===== src/mcontr_pkg.sv =====
//~~~~~~~~~~~~~~~~~~~~~~~~~~~~~~~~~~~~~~~~~~~~~~~~~~
// shared sizes, codes and word layouts for the DDR3 read
// sequence path. rcw codes are positive logic
// pause words carry the count in addr[9:0] and done in addr[10]
//~~~~~~~~~~~~~~~~~~~~~~~~~~~~~~~~~~~~~~~~~~~~~~~~~~
package mcontr_pkg;

    localparam int ADDRESS_NUMBER = 15;     // row address width
    localparam int COLADDR_NUMBER = 10;     // column width
    localparam int NUM_XFER_BITS  = 6;      // burst count field, 0 means 64
    localparam int CMD_PAUSE_BITS = 10;     // pause field in a NOP word
    localparam int CMD_DONE_BIT   = 10;     // done flag position in addr
    localparam int SEQ_MEM_AW     = 7;      // 128 command words

    typedef enum logic [1:0] {
        ENC_NOP       = 2'd0,
        ENC_READ      = 2'd1,
        ENC_PRECHARGE = 2'd2,
        ENC_ACTIVATE  = 2'd3
    } enc_cmd_e;                            // local ROM command codes

    typedef enum logic [2:0] {
        RCW_NOP       = 3'd0,
        RCW_READ      = 3'd2,
        RCW_ACTIVATE  = 3'd4,
        RCW_PRECHARGE = 3'd5
    } rcw_e;                                // ras/cas/we as sent to the phy

    typedef struct packed {
        logic [ADDRESS_NUMBER-1:0] addr;    // row, column or pause/done
        logic [2:0]                bank;
        logic [2:0]                rcw;
        logic                      odt_en;
        logic                      cke;
        logic                      sel;     // half-cycle select
        logic                      dq_en;
        logic                      dqs_en;
        logic                      dqs_toggle;
        logic                      dci;
        logic                      buf_wr;  // read data goes to the buffer
        logic                      buf_rd;
        logic                      nop;     // one nop cycle after this word
        logic                      buf_rst; // buffer moves to next page
    } phy_cmd_t;

    typedef struct packed {
        logic [2:0]                  bank;
        logic [ADDRESS_NUMBER-1:0]   row;
        logic [COLADDR_NUMBER-4:0]   start_col;      // in 8-word bursts
        logic [NUM_XFER_BITS-1:0]    num128;
        logic                        skip_next_page; // keep buffer page
    } rd_req_t;

    function automatic phy_cmd_t encode_cmd(
        input logic [ADDRESS_NUMBER-1:0] addr,
        input logic [2:0]                bank,
        input logic [2:0]                rcw,
        input logic                      odt_en,
        input logic                      cke,
        input logic                      sel,
        input logic                      dq_en,
        input logic                      dqs_en,
        input logic                      dqs_toggle,
        input logic                      dci,
        input logic                      buf_wr,
        input logic                      buf_rd,
        input logic                      nop,
        input logic                      buf_rst
    );
        encode_cmd = '{addr, bank, rcw, odt_en, cke, sel, dq_en, dqs_en,
                       dqs_toggle, dci, buf_wr, buf_rd, nop, buf_rst};
    endfunction

    function automatic phy_cmd_t encode_skip(
        input logic [CMD_PAUSE_BITS-1:0] skip,
        input logic                      done,
        input logic [2:0]                bank,
        input logic                      odt_en,
        input logic                      cke,
        input logic                      sel,
        input logic                      dq_en,
        input logic                      dqs_en,
        input logic                      dqs_toggle,
        input logic                      dci,
        input logic                      buf_wr,
        input logic                      buf_rd,
        input logic                      buf_rst
    );
        encode_skip = encode_cmd({{(14-CMD_DONE_BIT){1'b0}}, done, skip}, bank, RCW_NOP,
                                 odt_en, cke, sel, dq_en, dqs_en, dqs_toggle, dci,
                                 buf_wr, buf_rd, 1'b0, buf_rst); // pause words never add a nop
    endfunction

endpackage


===== src/cmd_encod_linear_rd.sv =====
//~~~~~~~~~~~~~~~~~~~~~~~~~~~~~~~~~~~~~~~~~~~~~~~~~~
// expands one read request into N+7 phy command words
// bank and row are fixed for the whole sequence
// first enc_wr 2 cycles after start, enc_done 1 after last
//~~~~~~~~~~~~~~~~~~~~~~~~~~~~~~~~~~~~~~~~~~~~~~~~~~
`timescale 1ns/1ps

module cmd_encod_linear_rd (
    input  logic                 rst,     // clock
    input  logic                 clk,     // async reset, active high
    input  mcontr_pkg::rd_req_t  req,
    input  logic                 start,
    output mcontr_pkg::phy_cmd_t enc_cmd,
    output logic                 enc_wr,
    output logic                 enc_done
);

    typedef struct packed {
        mcontr_pkg::enc_cmd_e cmd;
        logic [1:0]           pause;      // short pause for nop rows
        logic                 nop;
        logic                 buf_wr;
        logic                 dci;
        logic                 sel;
        logic                 pgnext;     // buffer page advance
        logic                 done;       // last word of the sequence
    } rom_t;

    rom_t                                rom_d;
    rom_t                                rom_r;    // registered rom row
    logic                                rom_v;    // rom_r holds a row to encode
    logic                                gen_run;
    logic [3:0]                          gen_addr;
    logic [mcontr_pkg::NUM_XFER_BITS:0]  left;     // bursts still to read
    logic [mcontr_pkg::COLADDR_NUMBER-4:0] col;
    mcontr_pkg::rd_req_t                 req_r;
    mcontr_pkg::rcw_e                    rcw;
    logic [mcontr_pkg::ADDRESS_NUMBER-1:0] addr;
    logic                                buf_rst;

    always_comb begin
        case (gen_addr)
            4'd0: rom_d = '{cmd: mcontr_pkg::ENC_ACTIVATE, default: '0};
            4'd1: rom_d = '{cmd: mcontr_pkg::ENC_NOP, pause: 2'd1, default: '0};
            4'd2, 4'd3: rom_d = '{cmd: mcontr_pkg::ENC_READ, nop: 1'b1, buf_wr: 1'b1,
                                  dci: 1'b1, sel: 1'b1, default: '0}; // 3 is the loop row
            4'd4: rom_d = '{cmd: mcontr_pkg::ENC_NOP, pause: 2'd1, dci: 1'b1, sel: 1'b1,
                            default: '0};
            4'd5: rom_d = '{cmd: mcontr_pkg::ENC_NOP, dci: 1'b1, sel: 1'b1, pgnext: 1'b1,
                            default: '0};
            4'd6: rom_d = '{cmd: mcontr_pkg::ENC_PRECHARGE, dci: 1'b1, default: '0};
            4'd7: rom_d = '{cmd: mcontr_pkg::ENC_NOP, pause: 2'd2, dci: 1'b1, default: '0};
            4'd8: rom_d = '{cmd: mcontr_pkg::ENC_NOP, done: 1'b1, default: '0};
            default: rom_d = '{cmd: mcontr_pkg::ENC_NOP, default: '0};
        endcase
    end

    always_comb begin
        case (rom_r.cmd)
            mcontr_pkg::ENC_READ:      rcw = mcontr_pkg::RCW_READ;
            mcontr_pkg::ENC_PRECHARGE: rcw = mcontr_pkg::RCW_PRECHARGE;
            mcontr_pkg::ENC_ACTIVATE:  rcw = mcontr_pkg::RCW_ACTIVATE;
            default:                   rcw = mcontr_pkg::RCW_NOP;
        endcase
    end

    // activate/precharge take the row, reads the column in 8-word steps
    assign addr    = rom_r.cmd[1] ? req_r.row : {5'b0, col, 3'b0};
    assign buf_rst = rom_r.pgnext & ~req_r.skip_next_page;

    always_ff @(posedge rst or posedge clk) begin
        if (clk) begin
            gen_run  <= 1'b0;
            gen_addr <= '0;
            left     <= '0;
            rom_r    <= '{cmd: mcontr_pkg::ENC_NOP, default: '0};
            rom_v    <= 1'b0;
            enc_wr   <= 1'b0;
            enc_done <= 1'b0;
        end else begin
            if (start)
                gen_run <= 1'b1;
            else if (gen_run && gen_addr == 4'd8)
                gen_run <= 1'b0;            // last row fetched
            if (start | gen_run) begin
                rom_r <= rom_d;
                if (gen_addr == 4'd2 || gen_addr == 4'd3)
                    gen_addr <= (left[mcontr_pkg::NUM_XFER_BITS:1] != '0) ? 4'd3 : 4'd4;
                else if (gen_addr == 4'd8)
                    gen_addr <= 4'd0;
                else
                    gen_addr <= gen_addr + 4'd1;
            end
            if (start)
                left <= {(req.num128 == '0), req.num128}; // zero count gives 64
            else if (gen_run && (gen_addr == 4'd2 || gen_addr == 4'd3))
                left <= left - 1'b1;
            rom_v    <= start | gen_run;
            enc_wr   <= rom_v;
            enc_done <= enc_wr & ~rom_v;    // one cycle after the last write
        end
    end

    always_ff @(posedge rst) begin
        if (start) begin
            req_r <= req;
            col   <= req.start_col;
        end else if (rom_v && rom_r.cmd == mcontr_pkg::ENC_READ) begin
            col <= col + 1'b1;              // next burst column
        end
        if (rom_r.cmd == mcontr_pkg::ENC_NOP)
            enc_cmd <= mcontr_pkg::encode_skip(
                {{(mcontr_pkg::CMD_PAUSE_BITS-2){1'b0}}, rom_r.pause}, rom_r.done,
                req_r.bank, 1'b0, 1'b0, rom_r.sel, 1'b0, 1'b0, 1'b0, rom_r.dci,
                rom_r.buf_wr, 1'b0, buf_rst);
        else
            enc_cmd <= mcontr_pkg::encode_cmd(
                addr, req_r.bank, rcw, 1'b0, 1'b0, rom_r.sel, 1'b0, 1'b0, 1'b0,
                rom_r.dci, rom_r.buf_wr, 1'b0, rom_r.nop, buf_rst);
    end

endmodule


===== src/cmd_seq_mem.sv =====
//~~~~~~~~~~~~~~~~~~~~~~~~~~~~~~~~~~~~~~~~~~~~~~~~~~
// 128-word command store, write pointer is internal
// read data is registered, 1 cycle after rd_addr
//~~~~~~~~~~~~~~~~~~~~~~~~~~~~~~~~~~~~~~~~~~~~~~~~~~
`timescale 1ns/1ps

module cmd_seq_mem (
    input  logic                             rst,     // clock
    input  logic                             clk,     // async reset, active high
    input  logic                             wr_rst,  // restart at word 0
    input  logic                             wr_en,
    input  mcontr_pkg::phy_cmd_t             wr_data,
    input  logic [mcontr_pkg::SEQ_MEM_AW-1:0] rd_addr,
    output mcontr_pkg::phy_cmd_t             rd_data
);

    mcontr_pkg::phy_cmd_t                mem [2**mcontr_pkg::SEQ_MEM_AW];
    logic [mcontr_pkg::SEQ_MEM_AW-1:0]   wr_ptr;

    always_ff @(posedge rst or posedge clk) begin
        if (clk)
            wr_ptr <= '0;
        else if (wr_rst)
            wr_ptr <= '0;
        else if (wr_en)
            wr_ptr <= wr_ptr + 1'b1;        // wraps past 127
    end

    always_ff @(posedge rst) begin
        if (wr_en)
            mem[wr_ptr] <= wr_data;
        rd_data <= mem[rd_addr];
    end

endmodule


===== src/cmd_seq_player.sv =====
//~~~~~~~~~~~~~~~~~~~~~~~~~~~~~~~~~~~~~~~~~~~~~~~~~~
// plays stored words from address 0 to the phy port
// phy_cmd/phy_valid hold while phy_ready is low
// stops on the word carrying the done flag
//~~~~~~~~~~~~~~~~~~~~~~~~~~~~~~~~~~~~~~~~~~~~~~~~~~
`timescale 1ns/1ps

module cmd_seq_player (
    input  logic                              rst,      // clock
    input  logic                              clk,      // async reset, active high
    input  logic                              run,      // sequence is in memory
    output logic [mcontr_pkg::SEQ_MEM_AW-1:0] rd_addr,
    input  mcontr_pkg::phy_cmd_t              rd_data,
    output mcontr_pkg::phy_cmd_t              phy_cmd,
    output logic                              phy_valid,
    input  logic                              phy_ready,
    output logic                              seq_done
);

    typedef enum logic [2:0] {
        IDLE,
        FETCH,                              // memory read in flight
        ISSUE,                              // word on the port
        WAIT,                               // pause or extra nop
        DONE
    } state_e;

    state_e                                 state;
    logic [mcontr_pkg::CMD_PAUSE_BITS-1:0]  cnt;
    logic [mcontr_pkg::CMD_PAUSE_BITS-1:0]  wait_len;
    logic                                   is_pause;
    logic                                   is_done;
    logic                                   xfer;

    assign is_pause = (rd_data.rcw == mcontr_pkg::RCW_NOP);
    assign is_done  = is_pause & rd_data.addr[mcontr_pkg::CMD_DONE_BIT];
    assign wait_len = is_pause ? rd_data.addr[mcontr_pkg::CMD_PAUSE_BITS-1:0]
                               : {{(mcontr_pkg::CMD_PAUSE_BITS-1){1'b0}}, rd_data.nop};
    assign phy_valid = (state == ISSUE);
    assign phy_cmd   = rd_data;             // rd_addr is stable in ISSUE
    assign xfer      = phy_valid & phy_ready;
    assign seq_done  = (state == DONE);

    always_ff @(posedge rst or posedge clk) begin
        if (clk) begin
            state   <= IDLE;
            rd_addr <= '0;
            cnt     <= '0;
        end else begin
            case (state)
                IDLE: if (run) begin
                    state   <= FETCH;
                    rd_addr <= '0;
                end
                FETCH: state <= ISSUE;
                ISSUE: if (xfer) begin
                    rd_addr <= rd_addr + 1'b1;
                    cnt     <= wait_len;
                    if (is_done)
                        state <= DONE;
                    else if (wait_len != '0)
                        state <= WAIT;
                    else
                        state <= FETCH;
                end
                WAIT: begin
                    cnt <= cnt - 1'b1;
                    if (cnt[mcontr_pkg::CMD_PAUSE_BITS-1:1] == '0)
                        state <= FETCH;     // last counted cycle
                end
                DONE: state <= IDLE;
                default: state <= IDLE;
            endcase
        end
    end

endmodule


===== src/mcontr_linear_rd_top.sv =====
//~~~~~~~~~~~~~~~~~~~~~~~~~~~~~~~~~~~~~~~~~~~~~~~~~~
// read sequence generator, wishbone in, phy commands out
// one request at a time, up to one page per request
//~~~~~~~~~~~~~~~~~~~~~~~~~~~~~~~~~~~~~~~~~~~~~~~~~~
`timescale 1ns/1ps

module mcontr_linear_rd_top (
    input  logic                 rst,        // clock
    input  logic                 clk,        // async reset, active high
    input  logic                 wb_cyc,
    input  logic                 wb_stb,
    input  logic                 wb_we,
    input  logic [1:0]           wb_adr,
    input  logic [31:0]          wb_dat_i,
    output logic [31:0]          wb_dat_o,
    output logic                 wb_ack,
    output mcontr_pkg::phy_cmd_t phy_cmd,
    output logic                 phy_valid,
    input  logic                 phy_ready
);

    mcontr_pkg::rd_req_t               req;
    logic                              start;
    mcontr_pkg::phy_cmd_t              enc_cmd;
    logic                              enc_wr;
    logic                              enc_done;
    logic [mcontr_pkg::SEQ_MEM_AW-1:0] rd_addr;
    mcontr_pkg::phy_cmd_t              rd_data;
    logic                              seq_done;

    mcontr_wb_regs u_regs (
        .rst(rst), .clk(clk),
        .wb_cyc(wb_cyc), .wb_stb(wb_stb), .wb_we(wb_we), .wb_adr(wb_adr),
        .wb_dat_i(wb_dat_i), .wb_dat_o(wb_dat_o), .wb_ack(wb_ack),
        .seq_done(seq_done), .req(req), .start(start)
    );

    cmd_encod_linear_rd u_enc (
        .rst(rst), .clk(clk), .req(req), .start(start),
        .enc_cmd(enc_cmd), .enc_wr(enc_wr), .enc_done(enc_done)
    );

    cmd_seq_mem u_mem (
        .rst(rst), .clk(clk), .wr_rst(start), .wr_en(enc_wr), // start rewinds the write side
        .wr_data(enc_cmd), .rd_addr(rd_addr), .rd_data(rd_data)
    );

    cmd_seq_player u_player (
        .rst(rst), .clk(clk), .run(enc_done), .rd_addr(rd_addr), .rd_data(rd_data),
        .phy_cmd(phy_cmd), .phy_valid(phy_valid), .phy_ready(phy_ready),
        .seq_done(seq_done)
    );

endmodule


===== src/mcontr_wb_regs.sv =====
//~~~~~~~~~~~~~~~~~~~~~~~~~~~~~~~~~~~~~~~~~~~~~~~~~~
// wishbone classic slave, ack one cycle after strobe
// no wait states. start written while busy is dropped
// done is sticky until the next accepted start
//~~~~~~~~~~~~~~~~~~~~~~~~~~~~~~~~~~~~~~~~~~~~~~~~~~
`timescale 1ns/1ps

module mcontr_wb_regs (
    input  logic                rst,        // clock
    input  logic                clk,        // async reset, active high
    input  logic                wb_cyc,
    input  logic                wb_stb,
    input  logic                wb_we,
    input  logic [1:0]          wb_adr,
    input  logic [31:0]         wb_dat_i,
    output logic [31:0]         wb_dat_o,
    output logic                wb_ack,
    input  logic                seq_done,   // player finished the sequence
    output mcontr_pkg::rd_req_t req,
    output logic                start       // one-cycle pulse to the encoder
);

    logic        acc;                        // access accepted this cycle
    logic        busy;
    logic        done;
    logic [31:0] rd_mux;

    assign acc = wb_cyc & wb_stb & ~wb_ack;  // ~ack keeps ack one cycle wide

    always_comb begin
        case (wb_adr)
            2'd0:    rd_mux = {13'b0, req.bank, 1'b0, req.row};
            2'd1:    rd_mux = {15'b0, req.skip_next_page, 2'b0, req.num128, 1'b0, req.start_col};
            2'd3:    rd_mux = {30'b0, done, busy};
            default: rd_mux = '0;           // control reads as zero
        endcase
    end

    always_ff @(posedge rst or posedge clk) begin
        if (clk) begin
            wb_ack <= 1'b0;
            start  <= 1'b0;
            busy   <= 1'b0;
            done   <= 1'b0;
        end else begin
            wb_ack <= acc;
            start  <= acc & wb_we & (wb_adr == 2'd2) & wb_dat_i[0] & ~busy;
            if (start)
                busy <= 1'b1;
            else if (seq_done)
                busy <= 1'b0;
            if (start)
                done <= 1'b0;               // cleared by a new run
            else if (seq_done)
                done <= 1'b1;
        end
    end

    always_ff @(posedge rst) begin
        if (acc & wb_we & (wb_adr == 2'd0)) begin
            req.row  <= wb_dat_i[14:0];
            req.bank <= wb_dat_i[18:16];
        end
        if (acc & wb_we & (wb_adr == 2'd1)) begin
            req.start_col      <= wb_dat_i[6:0];
            req.num128         <= wb_dat_i[13:8];
            req.skip_next_page <= wb_dat_i[16];
        end
        if (acc & ~wb_we)
            wb_dat_o <= rd_mux;             // valid with ack
    end

endmodule


===== config.mk =====
export PLATFORM = sky130hd
export DESIGN_NAME = mcontr_linear_rd_top
export DESIGN_NICKNAME = d
export VERILOG_FILES = /design/src/mcontr_pkg.sv /design/src/cmd_encod_linear_rd.sv /design/src/cmd_seq_mem.sv /design/src/cmd_seq_player.sv /design/src/mcontr_linear_rd_top.sv /design/src/mcontr_wb_regs.sv
export SDC_FILE = /design/constraint.sdc
export NUM_CORES = 2
export LEC_CHECK = 0
export BUFFER_PORTS_ARGS = -buffer_cell sky130_fd_sc_hd__buf_2
export CAP_MARGIN = 20
export CORE_MARGIN = 5
export CORE_UTILIZATION = 30
export CTS_CLUSTER_DIAMETER = 40
export DETAILED_ROUTE_END_ITERATION = 8
export GPL_TIMING_DRIVEN = 1
export PLACE_DENSITY_LB_ADDON = 0.12
export SKIP_LAST_GASP = 1
export SLEW_MARGIN = 20
export SYNTH_ARGS = -nofsm -noshare
export SYNTH_HDL_FRONTEND = slang
export SYNTH_MEMORY_MAX_BITS = 65536
export SYNTH_SLANG_ARGS = --single-unit

===== constraint.sdc =====
create_clock -name rst -period 4.2 [get_ports rst]
set_clock_uncertainty 0.1 [all_clocks]
set_input_delay 0.84 -clock rst [delete_from_list [all_inputs] [get_ports rst]]
set_output_delay 0.84 -clock rst [all_outputs]
set_load 0.1 [all_outputs]

# [After elaboration in Yosys (flattened, before gate mapping)]
# Memory sizes are Yosys's and may differ from the RTL's. A register that Yosys moved wholly into a read port is not among the register bits.
# Index checks and enable logic that the tools add are counted.
[op_classes] reduce_logical=23 eq_ne=16 div=0 bitwise_logic=20 mux=33 add_sub_neg=6 order_cmp=0 mul=0 shifts=0
[ops] cell="case mux 19 bit (3 select lines)" count=1
[ops] cell="two-way mux 7 bit" count=8
[ops] cell="two-way mux 28 bit" count=1
[ops] cell="adder 7 x 1 -> 7 bit (second input constant)" count=3
[ops] cell="two-way mux 10 bit" count=2
[ops] cell="case mux 10 bit (2 select lines)" count=1
[ops] cell="two-way mux 3 bit" count=5
[ops] cell="case mux 7 bit (2 select lines)" count=1
[ops] cell="nonzero test 2 bit" count=7
[ops] cell="AND 1 bit" count=13
[ops] cell="case mux 3 bit (4 select lines)" count=1
[ops] cell="two-way mux 11 bit" count=1
[ops] cell="nonzero test 10 bit" count=1
[ops] cell="subtractor 10 x 1 -> 10 bit (second input constant)" count=1
[ops] cell="logical NOT 9 bit" count=1
[ops] cell="case mux 3 bit (3 select lines)" count=1
[ops] cell="== test 2 bit (second input constant)" count=4
[ops] cell="== test 4 x 2 -> 1 bit (second input constant)" count=2
[ops] cell="two-way mux 1 bit" count=8
[ops] cell="two-way mux 4 bit" count=2
[ops] cell="subtractor 7 x 1 -> 7 bit (second input constant)" count=1
[ops] cell="== test 3 x 2 -> 1 bit (second input constant)" count=2
[ops] cell="logical NOT 3 bit" count=2
[ops] cell="logical NOT 6 bit" count=1
[ops] cell="17 further kinds" count=28
[word_totals] wordCells=140 ff_bits=168 inputBits=40 memories=2 out_inout_bits=66 ram_bits=4096 mem_bits_ro=160 latchBits=0
[memory_table] memory="u_mem.mem" depth=128 word_bits=32 rd=1 rd_clocked_by_memory_dff=1 wr=1 line_no="cmd_seq_mem.sv:17" source="mcontr_pkg::phy_cmd_t mem [2**mcontr_pkg::SEQ_MEM_AW];"
[memory_table] memory="(name not given)" depth=16 word_bits=10 rd=1 rd_clocked_by_memory_dff=1 wr=0 line_no="cmd_encod_linear_rd.sv:42" source="case (gen_addr)"

# [Longest topological paths before layout]
[logic_depth] depth_word=7 ltp_mapped=11 ltp_nobuf=7

# [Modules after synthesis]
# From an unflattened synthesis, not the netlist that was laid out.
[unflattened] hier_cells=6552 hier_area_um2=163075.2
[modules_own_cells] module="cmd_seq_mem" area_each_um2=156567.7 cells_per_inst=6017 n_inst=1 seq_area_each_um2=123813.7
[modules_own_cells] module="cmd_encod_linear_rd" area_each_um2=2987.9 cells_per_inst=249 n_inst=1 seq_area_each_um2=1901.8
[modules_own_cells] module="mcontr_wb_regs" area_each_um2=2057.0 cells_per_inst=119 n_inst=1 seq_area_each_um2=1601.5
[modules_own_cells] module="cmd_seq_player" area_each_um2=1462.7 cells_per_inst=167 n_inst=1 seq_area_each_um2=500.5

# [Worst setup path before layout]
# Ideal clock, no wire load.
[synth_path] kind="flip-flop to flip-flop" startpoint="reg u_player.state[0]" endpoint="reg u_player.cnt[5] (netlist name)" stages_incl_launch_ff=7 required_ns=3.966 setup_time_ns=0.134 slack_ns=0.281 arrival_ns=3.685 synth_period_minus_slack_ns=3.919 path_buffers=2 path_cell_list="dfrtp_1 -> clkbuf_1 -> nor3b_1 -> nand2_1 -> clkbuf_1 -> a32oi_1 -> o21ai_0"
[synth_via] elab_chain_cells=4 elab_cells_between_ends=7 classes_between="eq/ne: 3; mux: 1; bitwise: 1; reduce/logical: 2"
[synth_lines] element="start: declaration" line_no="cmd_seq_player.sv:28" source="state_e state;"
[synth_lines] element="start signal: assignment" line_no="cmd_seq_player.sv:46" source="state <= IDLE;"
[synth_lines] element="start signal: assignment" line_no="cmd_seq_player.sv:52" source="state <= FETCH;"
[synth_lines] element="start signal: assignment" line_no="cmd_seq_player.sv:55" source="FETCH: state <= ISSUE;"
[synth_lines] element="== test 3 x 2 -> 1 bit *" line_no="cmd_seq_player.sv:39" source="assign phy_valid = (state == ISSUE);"
[synth_lines] element="named net phy_valid" line_no="mcontr_linear_rd_top.sv:18" source="output logic phy_valid,"
[synth_lines] element="AND 1 bit" line_no="cmd_seq_player.sv:41" source="assign xfer = phy_valid & phy_ready;"
[synth_lines] element="!= test 2 bit (no source line)"
[synth_lines] element="AND reduction 2 bit (no source line)"
[synth_lines] element="end signal: assignment" line_no="cmd_seq_player.sv:58" source="cnt <= wait_len;"
[synth_lines] element="end signal: assignment" line_no="cmd_seq_player.sv:67" source="cnt <= cnt - 1'b1;"
[synth_lines] element="end: declaration" line_no="cmd_seq_player.sv:29" source="logic [mcontr_pkg::CMD_PAUSE_BITS-1:0] cnt;"
# The timed path passes the listed nets; every way through them passes the cells marked *.
# A chain may end at the register's enable or synchronous reset.

==> flow_metrics.py <==
metrics = {
    "worst_hold_path": {
        "hold_class": "in -> reg",
    },
    "placement": {
        "dpl.hpwl_mm": 251,
        "place.port_buffers": 71,
        "dp.cells": 12500,
        "place.gp.congestion": 0.783,
        "dpl-instance-area_sq_mm": 0.146,
        "place_ws_ns": 0.162,
    },
    "global_routing": {
        "grt_antenna_before_repair": 27,
        "grt_max_degree": 129,
        "grt_overflow": 0,
        "grt_pass1_vias": 70900,
        "grt_first_pass_wirelength_mm": 581,
        "grt_use_total_pct": 17.9,
    },
    "sta": {
        "finalMaxSlewViolations": 0,
        "max_freq_mhz": 252,
        "fin_crit_sh_pct": 94.3,
        "min_period_ns": 3.96,
        "rsz0062_at_grt": "false",
        "hold_viol": 0,
        "fin_ws_ns": 0.237,
        "slew_headroom_pct": 21.9,
        "hold_ws_ns": 0.115,
        "setup_tns_ns": 0,
        "tightest_slew_ns": 1.16,
        "finalSetupViolCount": 0,
    },
    "setup_path": {
        "slowest_delay_ns": 0.79,
        "path_delay_family": "buffers and inverters",
        "critPathBufInv": 6,
        "critPathLaunchType": "flop",
        "crit_type": "reg -> reg",
        "critPathRequiredTime_ns": 4.95,
        "end_kind": "flop",
        "worstPathCellList": "buf_12, buf_12, buf_12, buf_4, buf_4, mux4_2, mux2i_1, nor2_1, nor4_1, buf_4, a22oi_1",
        "path_max_fanout": 22,
        "cp_data_arrival_time_ns": 4.71,
        "slowest_stage": "dfrtp_4",
    },
    "final_layout": {
        "syn2layout_area_growth_pct": 22.0,
        "drive_above_1_share_pct": 30.0,
        "final_common_cell": "edfxtp_1",
        "post-route-util_pct": 36.7,
        "instances_no_fill": 13500,
        "final_cell_mix": "3404 x edfxtp_1, 652 x mux4_2, 557 x clkbuf_16, 510 x mux2i_1, 408 x buf_4",
        "fin_area_sq_mm": 0.165,
        "nets": 7187,
    },
    "floorplan": {
        "fp.dieW_um": 680,
        "dieArea_sq_mm": 0.463,
        "rows": 246,
        "core_area_sq_mm": 0.448,
        "start_util_pct": 30.1,
        "die_h_um": 680,
        "design.portCount": 106,
    },
    "yosys": {
        "ys_seq_elements": 3511,
        "async_flop_share_pct": 1.57,
        "synth_edf_count": 3404,
        "ys.flop_type": "edfxtp_1",
        "synth-seq-area-share_pct": 77.6,
        "synth.distinct_cells": 71,
        "syn_avg_cell_area_sq_um": 21.1,
        "yosysWarnings": 0,
        "synth_cells": 6379,
        "syn_area_sq_mm": 0.135,
    },
    "detailed_routing": {
        "drt-initial-drc-count": 5469,
        "wl_per_cell_um": 31.2,
        "wirelength_mm": 422,
        "ant_nets": 0,
        "first_pass_iters": 5,
        "vias": 68100,
        "drc": 0,
        "vias_per_cell": 5.03,
    },
    "cts": {
        "clk_latency_ns": 1.02,
        "cts_made_buffers": 543,
        "cts-htree-levels": 6,
        "post_cts_buffers": 0,
        "cts_tree": "built",
        "cts_max_path_buffers": 4,
        "root_buffer": "clkbuf_16",
        "clock_sink_count": 3511,
        "clk_pin_slew_ns": 0.05,
    },
    "power_and_ir_drop": {
        "p_total_mw": 118,
        "leakage_nw": 53.3,
        "irDropWorstVdd_v": 0.000604,
        "pwr_density_cell_mw_per_mm2": 718,
    },
    "flow_run": {
        "drv_cap": 0,
    },
    "status": {
        "status": "finished clean",
    },
}
## power breakdown
| part | internal, mW | leakage [nW] | switching (mW) |
|---|---|---|---|
| Clock | 28.0 | 8.76 | 16.4 |
| Sequential | 42.5 | 32.3 | 2.79 |
| Combinational | 10.4 | 12.3 | 17.9 |
## cell families (layout without fill, tap and decap cells)
| logic type | Yosys count | in the layout | share of synthesized area (%) |
|---|---|---|---|
| flip-flops | 3511 | 3511 | 77.6 |
| multiplexers | 1182 | 1182 | 14.8 |
| AO/OA/AOI/OAI | 632 | 632 | 3.39 |
| AND/OR/NAND/NOR | 623 | 623 | 2.13 |
| buffers and inverters | 396 | 1571 | 1.75 |
| XOR/XNOR | 20 | 20 | 0.130 |
| adder cells (fa/ha/maj) | 14 | 14 | 0.130 |
| other | 1 | 42 | 0.00278 |
## worst reg2reg max path, stage by stage (launching register included)
cell and delay [ns]:
dfrtp_4 0.79, buf_12 0.29, buf_12 0.28, buf_12 0.30, buf_4 0.27, buf_4 0.28
mux4_2 0.54, mux2i_1 0.15, nor2_1 0.06, nor4_1 0.50, buf_4 0.22, a22oi_1 0.05
## cells in the mapped netlist (all sizes together) (21+ instances only)
master | n | area [sq um]
mux2i | 510 | 5100
edfxtp | 3404 | 102000
a31o | 21 | 184
nand3 | 35 | 175
nor2 | 249 | 935
nand2 | 143 | 537
nor2b | 58 | 363
nor4 | 30 | 188
a22o | 56 | 490
o21ai | 34 | 170
buf | 251 | 1820
dfrtp | 55 | 1380
clkbuf | 130 | 488
o22ai | 85 | 532
a211oi | 71 | 533
a21oi | 80 | 400
o221ai | 22 | 193
nor3 | 32 | 160
and3 | 22 | 138
dfxtp | 52 | 1040
a22oi | 154 | 1160
mux4 | 652 | 14700
## cell type report
class / instances / area (sq um)
well taps: 5952 / 7450
diodes: 22 / 55.1
inverters: 15 / 57.6
flip-flops and latches: 3511 / 105000
clock buffers: 628 / 14300
repair buffers: 571 / 5060
clock inverters: 357 / 3850
multi-input cells: 2491 / 29000
fillers: 41100 / 284000
## metal layers
| metal | vias to the layer above | global-route usage [%] | wire [um] |
|---|---|---|---|
| met1 | 37300 | 24.9 | 188000 |
| met5 | - | 0 | 0 |
| met2 | 1845 | 29.5 | 204000 |
| met3 | 565 | 2.69 | 20100 |
| met4 | 0 | 4.36 | 10100 |
| li1 | 28400 | - | - |
## registers in the layout, indices dropped and copies added, names as in the netlist, 3 cells and up
name	flops
u_mem.mem	3328
u_regs.req	32
u_enc.enc_cmd	26
u_mem.rd_data	26
u_enc.req_r	19
u_regs.wb_dat_o	18
u_player.cnt	10
u_enc.rom_r	9
u_enc.col	7
u_enc.left	7
u_mem.wr_ptr	7
u_player.rd_addr	7
u_enc.gen_addr	4
u_player.state	3
## worst paths after layout
check / start / to / slack [ns] / cells past startpoint
min: wb_we / u_regs.start$_DFF_PP0_ / 0.11 / 3
min reg2reg: u_enc.req_r[30]$_DFFE_PP_ / u_enc.enc_cmd[15]$_DFF_P_ / 0.24 / 0
max reg2reg: u_player.rd_addr[0]$_DFFE_PP0P_ / u_mem.rd_data[12]$_DFF_P_ / 0.24 / 11
max: u_player.rd_addr[0]$_DFFE_PP0P_ / u_mem.rd_data[12]$_DFF_P_ / 0.24 / 11
max in group asynchronous: clk / u_player.rd_addr[0]$_DFFE_PP0P_ / 2.63 / 4
min in group asynchronous: clk / u_regs.busy$_DFFE_PP0P_ / 0.43 / 3
## repair_timing
item / CTS / global route
resized for setup: 0 / 0
hold buffers: 21 / 0
endpoints found under the hold margin: 65 / 0
Note: power is estimated with default switching activity, not from simulation.
